==> src/include/rvExec_settings.svh <==
`ifndef RVEXEC_SETTINGS_SVH
`define RVEXEC_SETTINGS_SVH

`define RVX_XLEN        64
`define RVX_APB_AW      8

`define RVX_REG_INST    8'h00
`define RVX_REG_PC_LO   8'h04
`define RVX_REG_PC_HI   8'h08
`define RVX_REG_RS1_LO  8'h0C
`define RVX_REG_RS1_HI  8'h10
`define RVX_REG_RS2_LO  8'h14
`define RVX_REG_RS2_HI  8'h18
`define RVX_REG_CTRL    8'h1C // bit 0 starts execution
`define RVX_REG_RES_LO  8'h20
`define RVX_REG_RES_HI  8'h24
`define RVX_REG_NPC_LO  8'h28
`define RVX_REG_NPC_HI  8'h2C
`define RVX_REG_STATUS  8'h30

`endif

==> src/rtl/rvExecPkg.sv <==
`include "rvExec_settings.svh"

package rvExecPkg;

    typedef enum logic [4:0] {
        ALU_ADD, ALU_SUB, ALU_SLL, ALU_SLT, ALU_SLTU, ALU_XOR, ALU_SRL,
        ALU_SRA, ALU_OR, ALU_AND, ALU_MUL, ALU_PASS_A, ALU_PASS_B, ALU_NONE
    } aluOp_e;

    typedef enum logic {SEL_A_PC, SEL_A_RS1} opSelA_e;
    typedef enum logic {SEL_B_IMM, SEL_B_RS2} opSelB_e;

    typedef enum logic [1:0] {WB_ALU, WB_ALU_W, WB_PC4} wbSel_e; // WB_ALU_W sign-extends bit 31
    typedef enum logic [1:0] {NPC_SEQ, NPC_JAL, NPC_JALR, NPC_BRANCH} nextPc_e;
    typedef enum logic [1:0] {TRAP_NONE, TRAP_ECALL, TRAP_EBREAK, TRAP_MRET} trapKind_e;
    typedef enum logic [2:0] {IMM_I, IMM_S, IMM_B, IMM_U, IMM_J, IMM_NONE} immKind_e;

    typedef struct packed {
        aluOp_e     aluOp;
        opSelA_e    selA;
        opSelB_e    selB;
        wbSel_e     wbSel;
        nextPc_e    nextPc;
        logic [2:0] brFunct3;
        logic       rdWrite;
        logic       loadEn;
        logic [3:0] loadBytes;
        logic       loadSigned;
        logic [7:0] storeMask;
        logic       wordShift; // srlw/srliw see rs1 zero-extended
        trapKind_e  trap;
        logic       illegal;
    } ctrlBundle_t;

    typedef struct packed {
        logic [31:0]          inst;
        logic [`RVX_XLEN-1:0] pc;
        logic [`RVX_XLEN-1:0] rs1;
        logic [`RVX_XLEN-1:0] rs2;
    } execIn_t;

    // STATUS register bits [19:1], bit 0 is valid
    typedef struct packed {
        logic       illegal;    // bit 19
        trapKind_e  trap;       // bits 18:17
        logic [7:0] storeMask;  // bits 16:9
        logic [3:0] loadBytes;  // bits 8:5
        logic       loadSigned; // bit 4
        logic       loadEn;     // bit 3
        logic       taken;      // bit 2
        logic       rdWrite;    // bit 1
    } execStatus_t;

    typedef struct packed {
        logic [`RVX_XLEN-1:0] result;
        logic [`RVX_XLEN-1:0] nextPc;
        execStatus_t          status;
    } execOut_t;

    typedef struct packed {
        logic                   psel;
        logic                   penable;
        logic                   pwrite;
        logic [`RVX_APB_AW-1:0] paddr;
        logic [31:0]            pwdata;
    } apbReq_t;

    typedef struct packed {
        logic [31:0] prdata;
        logic        pready;
        logic        pslverr;
    } apbRsp_t;

endpackage

==> src/rtl/instDecoder.sv <==
module instDecoder import rvExecPkg::*; (
    input  logic [31:0] inst,
    output ctrlBundle_t ctrl
);

    logic [6:0] opCode;
    logic [6:0] funct7;
    logic [2:0] funct3;
    logic       bad;

    assign opCode = inst[6:0];
    assign funct7 = inst[31:25];
    assign funct3 = inst[14:12];

    always_comb begin
        ctrl            = '0;
        ctrl.aluOp      = ALU_NONE;
        ctrl.selA       = SEL_A_RS1;
        ctrl.selB       = SEL_B_RS2;
        ctrl.wbSel      = WB_ALU;
        ctrl.nextPc     = NPC_SEQ;
        ctrl.brFunct3   = funct3;
        ctrl.trap       = TRAP_NONE;
        bad             = 1'b0;
        case (opCode)
            7'b0110011: begin // R type
                ctrl.rdWrite = 1'b1;
                case ({funct7, funct3})
                    10'h000: ctrl.aluOp = ALU_ADD;
                    10'h001: ctrl.aluOp = ALU_SLL;
                    10'h002: ctrl.aluOp = ALU_SLT;
                    10'h003: ctrl.aluOp = ALU_SLTU;
                    10'h004: ctrl.aluOp = ALU_XOR;
                    10'h005: ctrl.aluOp = ALU_SRL;
                    10'h006: ctrl.aluOp = ALU_OR;
                    10'h007: ctrl.aluOp = ALU_AND;
                    10'h100: ctrl.aluOp = ALU_SUB;
                    10'h105: ctrl.aluOp = ALU_SRA;
                    10'h008: ctrl.aluOp = ALU_MUL;
                    default: bad = 1'b1; // mulh and div family
                endcase
            end
            7'b0010011: begin // I type arithmetic
                ctrl.selB    = SEL_B_IMM;
                ctrl.rdWrite = 1'b1;
                case (funct3)
                    3'h0: ctrl.aluOp = ALU_ADD;
                    3'h2: ctrl.aluOp = ALU_SLT;
                    3'h3: ctrl.aluOp = ALU_SLTU;
                    3'h4: ctrl.aluOp = ALU_XOR;
                    3'h6: ctrl.aluOp = ALU_OR;
                    3'h7: ctrl.aluOp = ALU_AND;
                    3'h1: begin
                        ctrl.aluOp = ALU_SLL;
                        bad        = (funct7[6:1] != 6'h00);
                    end
                    default: begin // srli / srai
                        ctrl.aluOp = funct7[5] ? ALU_SRA : ALU_SRL;
                        bad        = (funct7[6:1] != 6'h00) && (funct7[6:1] != 6'h10);
                    end
                endcase
            end
            7'b0111011: begin // R type W
                ctrl.rdWrite = 1'b1;
                ctrl.wbSel   = WB_ALU_W;
                case ({funct7, funct3})
                    10'h000: ctrl.aluOp = ALU_ADD;
                    10'h001: ctrl.aluOp = ALU_SLL;
                    10'h100: ctrl.aluOp = ALU_SUB;
                    10'h105: ctrl.aluOp = ALU_SRA;
                    10'h008: ctrl.aluOp = ALU_MUL;
                    10'h005: begin
                        ctrl.aluOp     = ALU_SRL;
                        ctrl.wordShift = 1'b1;
                    end
                    default: bad = 1'b1;
                endcase
            end
            7'b0011011: begin // I type W
                ctrl.selB    = SEL_B_IMM;
                ctrl.rdWrite = 1'b1;
                ctrl.wbSel   = WB_ALU_W;
                case ({funct7, funct3})
                    10'h001: ctrl.aluOp = ALU_SLL;
                    10'h105: ctrl.aluOp = ALU_SRA;
                    10'h005: begin
                        ctrl.aluOp     = ALU_SRL;
                        ctrl.wordShift = 1'b1;
                    end
                    default: begin
                        ctrl.aluOp = ALU_ADD; // addiw takes any funct7
                        bad        = (funct3 != 3'h0);
                    end
                endcase
            end
            7'b0110111: begin // lui
                ctrl.selB    = SEL_B_IMM;
                ctrl.aluOp   = ALU_PASS_B;
                ctrl.rdWrite = 1'b1;
            end
            7'b0010111: begin // auipc
                ctrl.selA    = SEL_A_PC;
                ctrl.selB    = SEL_B_IMM;
                ctrl.aluOp   = ALU_ADD;
                ctrl.rdWrite = 1'b1;
            end
            7'b1101111: begin // jal
                ctrl.nextPc  = NPC_JAL;
                ctrl.wbSel   = WB_PC4;
                ctrl.rdWrite = 1'b1;
            end
            7'b1100111: begin // jalr
                ctrl.nextPc  = NPC_JALR;
                ctrl.wbSel   = WB_PC4;
                ctrl.rdWrite = 1'b1;
                bad          = (funct3 != 3'h0);
            end
            7'b1100011: begin // branches
                ctrl.nextPc = NPC_BRANCH;
                bad         = (funct3 == 3'h2) || (funct3 == 3'h3);
            end
            7'b0000011: begin // loads return the address
                ctrl.selB       = SEL_B_IMM;
                ctrl.aluOp      = ALU_ADD;
                ctrl.rdWrite    = 1'b1;
                ctrl.loadEn     = 1'b1;
                ctrl.loadSigned = ~funct3[2];
                ctrl.loadBytes  = 4'h1 << funct3[1:0];
                bad             = (funct3 == 3'h7);
            end
            7'b0100011: begin // stores
                ctrl.selB      = SEL_B_IMM;
                ctrl.aluOp     = ALU_ADD;
                ctrl.storeMask = 8'hFF >> (4'd8 - (4'd1 << funct3[1:0]));
                bad            = funct3[2];
            end
            7'b1110011: begin
                case (inst)
                    32'h0000_0073: ctrl.trap = TRAP_ECALL;
                    32'h0010_0073: ctrl.trap = TRAP_EBREAK;
                    32'h3020_0073: ctrl.trap = TRAP_MRET;
                    default:       bad = 1'b1; // csr access
                endcase
            end
            default: bad = 1'b1;
        endcase
        if (bad) begin
            ctrl            = '0;
            ctrl.aluOp      = ALU_NONE;
            ctrl.nextPc     = NPC_SEQ;
            ctrl.brFunct3   = funct3;
            ctrl.trap       = TRAP_NONE;
            ctrl.illegal    = 1'b1;
        end
    end

endmodule

==> config.mk <==
export PLATFORM = sky130hd
export DESIGN_NAME = instDecoder
export DESIGN_NICKNAME = d
export VERILOG_FILES = /design/src/rtl/rvExecPkg.sv /design/src/rtl/instDecoder.sv
export VERILOG_INCLUDE_DIRS = /design/src /design/src/include
export SDC_FILE = /design/constraint.sdc
export NUM_CORES = 1
export LEC_CHECK = 0
export BUFFER_PORTS_ARGS = -buffer_cell sky130_fd_sc_hd__clkbuf_2
export CORE_AREA = 5 5 53 55
export DETAILED_ROUTE_END_ITERATION = 8
export DIE_AREA = 0 0 58 60
export PLACE_DENSITY = 0.87
export SLEW_MARGIN = 30
export SYNTH_ARGS = -nofsm -noshare
export SYNTH_HDL_FRONTEND = slang
export SYNTH_SLANG_ARGS = --single-unit
==> constraint.sdc <==
create_clock -name vclk -period 5.7
set_clock_uncertainty 0.2 [all_clocks]
set_input_delay 0.57 -clock vclk [all_inputs]
set_output_delay 0.57 -clock vclk [all_outputs]
set_load 0.005 [all_outputs]
==> impl_results.md <==
* Count of input and output buffers at 64
* Final-report setup violation count at 0
* Pre-CTS setup slack at 2.049 ns
* CP arrival at 2.89 ns
* Share of cells above drive strength 1 at 0.3270
* Gp weighted congestion at 0.9474
* Number of synthesis warnings at 0
* Effective utilization at floorplan at 0.4231
* Largest net degree at the start of global routing at 20
* Commonest non-fill, non-tap cell in the layout: clkbuf_2
* Top layer in use: met3
* Final non-filler cell total at 241
* Combined area of all synthesized cells at 991.0 µm²
* VDD IR-drop max at 0.03133 mV
* Post-detailed-routing wire length at 3273 µm
* Leading cell types in the layout, fill and taps excluded: 64 x clkbuf_2, 19 x nor2_1, 17 x nand2_1
* Wire length per cell at 13.58 µm
* Iter 0 DRT Violations at 40
* Number of top-level pins at 65
* Average cell area after synthesis at 5.934 µm²
* Leak Pwr at 0.5632 nW
* Routed met1 length at 1342 µm
* DRC violations left at 0
* Type of destination of the critical path: primary output
* Dominant combinational cell family by area after synthesis: simple AND/OR/NAND/NOR gates
* Post-DRT Antenna Nets at 0
* Kind of start point of the critical path: input pin
* FF/Latch Area at 0 µm²
* Net count after synthesis at 199
* Die footprint at 0.003480 mm²
* Number of sequential cells in the layout at 0
* Pins Over Slew Limit at 0
* Number of clock-tree buffers in the layout at 0
* Sequential share of the synthesized area at 0
* Resized cells post-CTS at 0
* Minimum hold slack at 1.186 ns
* Simple-gate share of the synthesized area at 0.5341
* Number of detailed-route iterations in the first pass at 4
* Worst Setup Slack, final at 2.038 ns
* Global-route usage over all layers at 0.1874
* Post-route total power at 0.05925 mW
* Vias post-DR at 1,409
* Worst max-slew margin expressed relative to the limit at 0.4678
* GRT Residual Overflow at 0
* Slew @ Worst Pin at 0.7873 ns
* Horiz. Die Dim at 58 µm
* Number of placement rows at 18
* Wire length of the first global-routing pass at 5485 µm
* Final Hold Fails at 0
* Number of max-cap violations at 0
* Number of antenna violations at the first check in global routing at 0
* Post-Layout Inst Area at 0.001234 mm²
* Core Footprint at 0.002342 mm²
* Synthesized instance count at 167
* Worst EP required at 4.93 ns
* Hold buffer count at CTS at 0
* Share of the synthesized area in compound gates (AO/OA/AOI/OAI) at 0.3068
* Status: finished clean
* RSZ-0062 raised after global routing: false
* Sum of net half-perimeters after detailed placement at 2648 µm
* Routed length on met2 at 1723 µm
* Post-Synth Adder-Cell Area at 0
* Avg Vias per Cell at 5.846
* Crit path max fanout at 19
* Number of diodes added for antenna fixing at 0
* Tmin final at 3.662 ns
* Wire length on met3 at 208 µm
* Fraction of the core area covered by cells at the end of the flow at 0.5267
* Number of buffers added for setup after CTS at 0
* Critical path type: input pin to primary output
* Number of cells traversed by the worst hold path at 3
* Highest achievable clock rate at 273.1 MHz
* Area share of xor/xnor cells in the synthesized design at 0.008838
* Class of the worst hold path: input pin to primary output
* Vertical die dimension at 60 µm
* Cell area power density at 48.02 mW/mm²
* Period utilisation layout at 0.6424
* Signed area change from the synthesized netlist to the final layout at 24.49%
* Total placed cells including tap cells at 241
* Netlist cell types at 45
* Total negative setup slack at 0 ns
* Number of nets at the end of the flow at 245
* Multiplexer area fraction after synthesis at 0
* Cell area reported after detailed placement at 0.001234 mm²
* Vias in the first global route at 1,296
[worst max-delay path, cell delays in order]
cell and delay, ns:
clkbuf_2 0.25, nor3_4 0.37, nand3_1 0.13, nor2b_1 0.16
a311oi_2 0.26, nand4_2 0.40, or4_1 0.62, clkbuf_2 0.13
[area by class of cell]
type | instances | area, µm²
Tap cell | 30 | 37.54
Inverter | 8 | 30.03
Fill cell | 261 | 1109
Multi-Input combinational cell | 139 | 845.8
Timing Repair Buffer | 64 | 320.3
[Yosys cell counts (all sizes together), types with 2 or more instances]
library cell	n	area, µm²
nor2	19	71.32
nand2	17	63.81
buf	14	92.58
nor3	14	81.33
a21oi	10	50.05
inv	8	30.03
nand3	8	40.04
nor2b	8	50.05
clkbuf	6	22.52
o21ai	6	30.02
nor4	5	37.53
a211oi	4	30.03
nand4b	4	35.03
a21o	3	22.52
a31oi	3	18.77
and3	3	18.77
and3b	3	26.28
nand2b	3	18.77
o311ai	3	26.28
or4	3	22.52
a311oi	2	30.03
and2	2	12.51
nand4	2	18.77
o2111ai	2	17.52
[worst paths after layout]
| check | slack (ns) | endpoint | startpoint |
|---|---|---|---|
| max | 2.04 | ctrl[30] | inst[13] |
| min | 1.19 | ctrl[1] | inst[20] |
[cells by family after synthesis]
logic type      after synthesis
other cells                   1
compound gates               42
buf+inv                      28
simple gates                 95
xor+xnor                      1
[power breakdown]
group	leakage [nW]	total (mW)	internal, mW	switching [mW]
registers	0	0	0	0
logic	0.563	0.0592	0.0229	0.0363
clock network	0	0	0	0
total	0.563	0.0592	0.0229	0.0363
[layer usage]
layer  track usage  vias up
li1              -      706
met1        0.2363      652
met2        0.3565       51
met3       0.01080        0
met4       0.02318        0
met5             0        -
No activity file was read; power rests on OpenSTA's default activity.
