File: src/include/rvExec_settings.svh
`ifndef RVEXEC_SETTINGS_SVH
`define RVEXEC_SETTINGS_SVH

`define RVX_XLEN        64
`define RVX_APB_AW      8

`define RVX_REG_INST    8'h00
`define RVX_REG_PC_LO   8'h04
`define RVX_REG_PC_HI   8'h08
`define RVX_REG_RS1_LO  8'h0C
`define RVX_REG_RS1_HI  8'h10
`define RVX_REG_RS2_LO  8'h14
`define RVX_REG_RS2_HI  8'h18
`define RVX_REG_CTRL    8'h1C // bit 0 starts execution
`define RVX_REG_RES_LO  8'h20
`define RVX_REG_RES_HI  8'h24
`define RVX_REG_NPC_LO  8'h28
`define RVX_REG_NPC_HI  8'h2C
`define RVX_REG_STATUS  8'h30

`endif

File: src/rtl/rvExecPkg.sv
`include "rvExec_settings.svh"

package rvExecPkg;

    typedef enum logic [4:0] {
        ALU_ADD, ALU_SUB, ALU_SLL, ALU_SLT, ALU_SLTU, ALU_XOR, ALU_SRL,
        ALU_SRA, ALU_OR, ALU_AND, ALU_MUL, ALU_PASS_A, ALU_PASS_B, ALU_NONE
    } aluOp_e;

    typedef enum logic {SEL_A_PC, SEL_A_RS1} opSelA_e;
    typedef enum logic {SEL_B_IMM, SEL_B_RS2} opSelB_e;

    typedef enum logic [1:0] {WB_ALU, WB_ALU_W, WB_PC4} wbSel_e; // WB_ALU_W sign-extends bit 31
    typedef enum logic [1:0] {NPC_SEQ, NPC_JAL, NPC_JALR, NPC_BRANCH} nextPc_e;
    typedef enum logic [1:0] {TRAP_NONE, TRAP_ECALL, TRAP_EBREAK, TRAP_MRET} trapKind_e;
    typedef enum logic [2:0] {IMM_I, IMM_S, IMM_B, IMM_U, IMM_J, IMM_NONE} immKind_e;

    typedef struct packed {
        aluOp_e     aluOp;
        opSelA_e    selA;
        opSelB_e    selB;
        wbSel_e     wbSel;
        nextPc_e    nextPc;
        logic [2:0] brFunct3;
        logic       rdWrite;
        logic       loadEn;
        logic [3:0] loadBytes;
        logic       loadSigned;
        logic [7:0] storeMask;
        logic       wordShift; // srlw/srliw see rs1 zero-extended
        trapKind_e  trap;
        logic       illegal;
    } ctrlBundle_t;

    typedef struct packed {
        logic [31:0]          inst;
        logic [`RVX_XLEN-1:0] pc;
        logic [`RVX_XLEN-1:0] rs1;
        logic [`RVX_XLEN-1:0] rs2;
    } execIn_t;

    // STATUS register bits [19:1], bit 0 is valid
    typedef struct packed {
        logic       illegal;    // bit 19
        trapKind_e  trap;       // bits 18:17
        logic [7:0] storeMask;  // bits 16:9
        logic [3:0] loadBytes;  // bits 8:5
        logic       loadSigned; // bit 4
        logic       loadEn;     // bit 3
        logic       taken;      // bit 2
        logic       rdWrite;    // bit 1
    } execStatus_t;

    typedef struct packed {
        logic [`RVX_XLEN-1:0] result;
        logic [`RVX_XLEN-1:0] nextPc;
        execStatus_t          status;
    } execOut_t;

    typedef struct packed {
        logic                   psel;
        logic                   penable;
        logic                   pwrite;
        logic [`RVX_APB_AW-1:0] paddr;
        logic [31:0]            pwdata;
    } apbReq_t;

    typedef struct packed {
        logic [31:0] prdata;
        logic        pready;
        logic        pslverr;
    } apbRsp_t;

endpackage

File: src/rtl/immGen.sv
`include "rvExec_settings.svh"

module immGen import rvExecPkg::*; (
    input  logic [31:0]          inst,
    output logic [`RVX_XLEN-1:0] imm
);

    immKind_e          kind;
    logic [`RVX_XLEN-1:0] signFill;

    assign signFill = {`RVX_XLEN{inst[31]}};

    always_comb begin
        case (inst[6:0])
            7'b0000011, 7'b0010011, 7'b0011011, 7'b1100111: kind = IMM_I;
            7'b0100011:             kind = IMM_S;
            7'b1100011:             kind = IMM_B;
            7'b0110111, 7'b0010111: kind = IMM_U;
            7'b1101111:             kind = IMM_J;
            default:                kind = IMM_NONE;
        endcase
    end

    always_comb begin
        imm = '0;
        case (kind)
            IMM_I: imm = {signFill[63:12], inst[31:20]};
            IMM_S: imm = {signFill[63:12], inst[31:25], inst[11:7]};
            IMM_B: imm = {signFill[63:13], inst[31], inst[7], inst[30:25], inst[11:8], 1'b0};
            IMM_U: imm = {signFill[63:32], inst[31:12], 12'h000};
            IMM_J: imm = {signFill[63:21], inst[31], inst[19:12], inst[20], inst[30:21], 1'b0};
            default: imm = '0; // no immediate
        endcase
    end

endmodule

File: config.mk
export PLATFORM = sky130hd
export DESIGN_NAME = immGen
export DESIGN_NICKNAME = d
export VERILOG_FILES = /design/src/rtl/rvExecPkg.sv /design/src/rtl/immGen.sv
export VERILOG_INCLUDE_DIRS = /design/src /design/src/include
export SDC_FILE = /design/constraint.sdc
export NUM_CORES = 1
export LEC_CHECK = 0
export BUFFER_PORTS_ARGS = -buffer_cell sky130_fd_sc_hd__buf_2
export CORE_MARGIN = 1
export CORE_UTILIZATION = 38
export DETAILED_ROUTE_END_ITERATION = 8
export PLACE_DENSITY = 0.95
export SYNTH_ARGS = -nofsm -noshare
export SYNTH_HDL_FRONTEND = slang
export SYNTH_SLANG_ARGS = --single-unit
File: constraint.sdc
create_clock -name vclk -period 6.4
set_input_delay 0.96 -clock vclk [all_inputs]
set_output_delay 0.96 -clock vclk [all_outputs]
set_load 0.02 [all_outputs]
==> flow_summary.json, run 1 <==
{
  "register_area_um2": 0,
  "hold_violations": 0,
  "layout.cells.non_filler": 201,
  "yosysUniqueCellTypes": 30,
  "synth_common_cells": "buf_4 (33), a21o_1 (12), a21oi_1 (11), nand3_1 (11), and2_1 (7)",
  "cpMostUsedCell": "buf_2",
  "rsz0062_at_grt": "no",
  "drtAntennaViolNets": 0,
  "p_per_area_mw_per_mm2": 50.6,
  "drc": 0,
  "wl_per_cell_um": 10.5,
  "p_comb_share_pct": 100.0,
  "hpwl_um": 1730,
  "avgSynthCellArea_um2": 6.94,
  "grt_pass1_vias": 625,
  "place_congestion": 0.845,
  "final-setup-viol-count": 0,
  "cp_top_family": "compound AO/OA/AOI/OAI gates",
  "hold_depth": 3,
  "worstSetupStartpointType": "input pin",
  "clockBufferCount": 0,
  "netlist_area_um2": 798,
  "drive_above_1_share_pct": 61.5,
  "fill_cells": 211,
  "die_h_um": 47.8,
  "wl_um": 2120,
  "crit_path_max_fanout": 18,
  "setup_tns_ns": 0,
  "diodes": 0,
  "holdBufCountCts": 0,
  "worstSetupEndpointType": "output port",
  "tightestPinTransition_ns": 0.565,
  "placed_cells": 201,
  "syn_nets": 147,
  "core-area_mm2": 0.00196,
  "io_buffer_count": 96,
  "cts_setup_buffers": 0,
  "num_io_pins": 96,
  "cp_cell_sequence": "buf_2, and2_1, o21ai_2, a21oi_2, a21o_1, buf_2",
  "max-slew-margin-rel_pct": 62.3,
  "status": "completed",
  "yosysTopAreaCell": "buf_4",
  "cts_resized": 0,
  "finalNetCount": 208,
  "drt-pass1-iter-count": 4,
  "fin_crit_ns": 3.22,
  "grt_first_pass_wirelength_um": 2880,
  "p_int_uw": 20.4,
  "antenna_found_initial": 0,
  "synth_top_area_share_pct": 31.0,
  "die_area_mm2": 0.00229,
  "leakagePower_nw": 0.745,
  "via_count": 964,
  "grt_max_degree": 34,
  "syn_to_final_growth_pct": 31.0,
  "critPathSlowestCell": "a21oi_2",
  "ir_worst_vdd_uv": 31.5,
  "power_frac_clock_pct": 0,
  "track_usage_pct": 16.5,
  "grt_overflow_total": 0,
  "start_util_pct": 40.7,
  "finalMaxSlewViolations": 0,
  "synthMostInstantiatedCell": "buf_4",
  "cp_num_buf_inv": 2,
  "netSwitchingFraction_pct": 61.4,
  "first_iter_violations": 14,
  "cp.required_ns": 5.44,
  "slowest_delay_ns": 0.41,
  "synth_area_leaders": "buf_4 (31%), a21o_1 (11%), a21oi_1 (6.9%)",
  "p_switching_uw": 32.5,
  "ys_seq_area_share_pct": 0,
  "max_freq_mhz": 311,
  "hold_class": "in2out",
  "seq_power_share_pct": 0,
  "path_depth": 6,
  "die_x_um": 47.8,
  "seq_cells": 0,
  "rows": 16,
  "critPathKind": "in2out",
  "maxCapViolations": 0,
  "crit_arrival_ns": 2.26,
  "fin_crit_sh_pct": 50.2,
  "synth_cells": 115,
  "yosysWarnings": 0,
  "vias_per_cell": 4.80
}
-- cells in the final DEF, fill, tap and decap left out, drive strengths merged --
cell type  count
nand3         11
o21ai          3
nor3           1
mux2i          1
o31a           1
o32ai          1
nand2          5
o22ai          1
inv            1
and2           7
and2b          1
nor2           3
a21o          12
a21oi         14
buf           98
nand2b         3
nor4           2
a22o           4
and3           1
nand3b         3
o2111ai        1
-- path summary, 6_finish.rpt --
check | from | to | slack [ns]
min | inst[29] | imm[29] | 2.25
max | inst[2] | imm[20] | 3.18
-- metal layers --
metal	part of all wire, %	global-route usage, %	up-vias
met5	0	0	-
met2	53	29.7	41
li1	-	-	498
met3	5.0	0	0
met4	0	0	0
met1	42	23.3	425
-- metrics by stage --
step | instance area, µm² | hold WS [ns] | worst slack, ns | total power [mW] | util (%)
2_1_floorplan | 798 | 2.10 | 2.07 | 0.0376 | -
3_3_place_gp | 1050 | 2.24 | 3.23 | 0.0520 | 53.3
3_5_place_dp | 1050 | 2.25 | 3.19 | 0.0526 | 53.3
4_1_cts | 1050 | 2.25 | 3.19 | 0.0527 | 53.3
5_1_grt | 1050 | 2.27 | 3.01 | 0.0581 | 53.3
6_report | 1050 | 2.25 | 3.18 | 0.0529 | 53.3
-- power groups by stage --
stage          Sequential (mW)  Combinational (mW)  Clock, mW
2_1_floorplan                0              0.0376          0
3_3_place_gp                 0              0.0520          0
3_5_place_dp                 0              0.0526          0
4_1_cts                      0              0.0527          0
5_1_grt                      0              0.0581          0
6_report                     0              0.0529          0
-- kinds of logic after synthesis --
family,synth area share [%]
AO/OA/AOI/OAI,33.1
AND/OR/NAND/NOR,29.9
buffers and inverters,35.7
multiplexers,1.25
-- final cells by class --
class                           instances  area [µm²]  area share (%)
Inverter                                1        3.75           0.359
Multi-Input combinational cell         75         513            49.0
Tap cell                               27        33.8            3.23
Timing Repair Buffer                   98         495            47.4
Note: power is estimated with default switching activity, not from simulation.
==> inputs of run 2 (changes only) <==
--- a/config.mk
+++ b/config.mk
@@ -8,9 +8,9 @@
 export LEC_CHECK = 0
 export BUFFER_PORTS_ARGS = -buffer_cell sky130_fd_sc_hd__buf_2
 export CORE_MARGIN = 1
-export CORE_UTILIZATION = 38
+export CORE_UTILIZATION = 32
 export DETAILED_ROUTE_END_ITERATION = 8
-export PLACE_DENSITY = 0.95
+export PLACE_DENSITY = 0.86
 export SYNTH_ARGS = -nofsm -noshare
 export SYNTH_HDL_FRONTEND = slang
 export SYNTH_SLANG_ARGS = --single-unit
==> constraint.sdc (replaced) <==
create_clock -name vclk -period 2.9
set_input_delay 0.435 -clock vclk [all_inputs]
set_output_delay 0.435 -clock vclk [all_outputs]
set_load 0.02 [all_outputs]
==> run 2 against run 1 <==
Routed wire length fell by 2.5%. Largest power group unchanged. Via count rose by 1.6%. Worst setup slack got worse by 2.5 ns. Critical endpoint is now imm[23]. Combinational power rose by 120%. Flip-flop and latch count did not move. Critical path type unchanged. Global-route usage fell by 2.8 points. Total power rose by 120%. Die area rose by 18%. Core utilization fell by 7.1 points. Non-clock buffer count did not move. Hold slack got worse by 1.0 ns.
==> flow_summary.json, run 2 (synthesized netlist as in run 1, its figures left out) <==
{
  "start_util_pct": 35.1,
  "die_area_mm2": 0.00270,
  "ir_worst_vdd_uv": 74.5,
  "tightestPinTransition_ns": 0.622,
  "wl_per_cell_um": 10.2,
  "placed_cells": 202,
  "first_iter_violations": 24,
  "worstSetupEndpointType": "output port",
  "layout_commonest_cell": "buf_2",
  "drc": 0,
  "cts_resized": 0,
  "p_per_area_mw_per_mm2": 111,
  "register_area_um2": 0,
  "post-route-util_pct": 46.2,
  "die_h_um": 51.9,
  "vias_per_cell": 4.85,
  "syn_to_final_growth_pct": 31.7,
  "wl_um": 2070,
  "multiInputGateArea_um2": 517,
  "layout.cells.non_filler": 202,
  "hold_class": "in2out",
  "crit_arrival_ns": 1.74,
  "fin_hold_ws_ns": 1.20,
  "grt_first_pass_wirelength_um": 2960,
  "rsz0062_at_grt": "no",
  "fill_cells": 254,
  "grt_pass1_vias": 689,
  "fin_total_pwr_uw": 117,
  "finalNetCount": 208,
  "num_io_pins": 96,
  "fin_crit_ns": 2.18,
  "final-setup-viol-count": 0,
  "status": "completed",
  "grt_max_degree": 34,
  "max-slew-margin-rel_pct": 58.5,
  "dpl_cell_area_mm2": 0.00105,
  "place_congestion": 0.840,
  "setup_tns_ns": 0,
  "core-area_mm2": 0.00228,
  "worstSetupStartpointType": "input pin",
  "leakagePower_nw": 0.745,
  "antenna_found_initial": 0,
  "design_area_mm2": 0.00105,
  "grt_overflow_total": 0,
  "holdBufCountCts": 0,
  "via_count": 979,
  "seq_cells": 0,
  "track_usage_pct": 13.6,
  "drt-pass1-iter-count": 4,
  "drtAntennaViolNets": 0,
  "critPathKind": "in2out",
  "drive_above_1_share_pct": 62.1,
  "final_cell_mix": "buf_2 (96), a21o_1 (12), nand3_1 (11), a21oi_1 (10), and2_1 (7)",
  "fin_crit_sh_pct": 75.2,
  "rows": 17,
  "clockBufferCount": 0,
  "hpwl_um": 1700,
  "cp.required_ns": 2.47,
  "post-place-ws_ns": 0.720,
  "maxCapViolations": 0,
  "finalMaxSlewViolations": 0,
  "hold_depth": 3,
  "setup_slack_ns": 0.721,
  "hold_violations": 0,
  "max_freq_mhz": 459,
  "cts_setup_buffers": 0,
  "io_buffer_count": 96,
  "diodes": 0,
  "crit_path_max_fanout": 13,
  "die_x_um": 51.9
}
## run 2: cell counts in the layout (fill, tap and decap cells not counted)
Identical to the previous run, type by type.
## run 2: report_power, final
part / total (mW) / switching [mW] / internal [mW]
registers: 0 / 0 / 0
logic: 0.117 / 0.0718 / 0.0451
clock network: 0 / 0 / 0
total: 0.117 / 0.0718 / 0.0451
## run 2: path summary, 6_finish.rpt
kind | from | to | slack [ns]
worst min-delay path | inst[24] | imm[24] | 1.20
worst max-delay path | inst[1] | imm[23] | 0.72
## run 2: critical path, cell delays in order
cell	delay, ns
buf_2	0.10
nand2_1	0.29
nor4_1	0.39
buf_4	0.24
a21o_1	0.12
buf_2	0.16
## run 2: cell type report
| cell class | instances | share of cell area, % |
|---|---|---|
| tap | 28 | 3.33 |
| timing repair buffer | 98 | 47.1 |
| inverter | 1 | 0.357 |
| multi-input combinational | 75 | 49.2 |
## run 2: layer usage
layer | vias up | GRT usage, % | wire, µm
li1 | 496 | - | -
met1 | 409 | 17.5 | 856
met2 | 74 | 26.1 | 934
met3 | 0 | 0.585 | 275
met4 | 0 | 0 | 0
met5 | - | 0 | 0
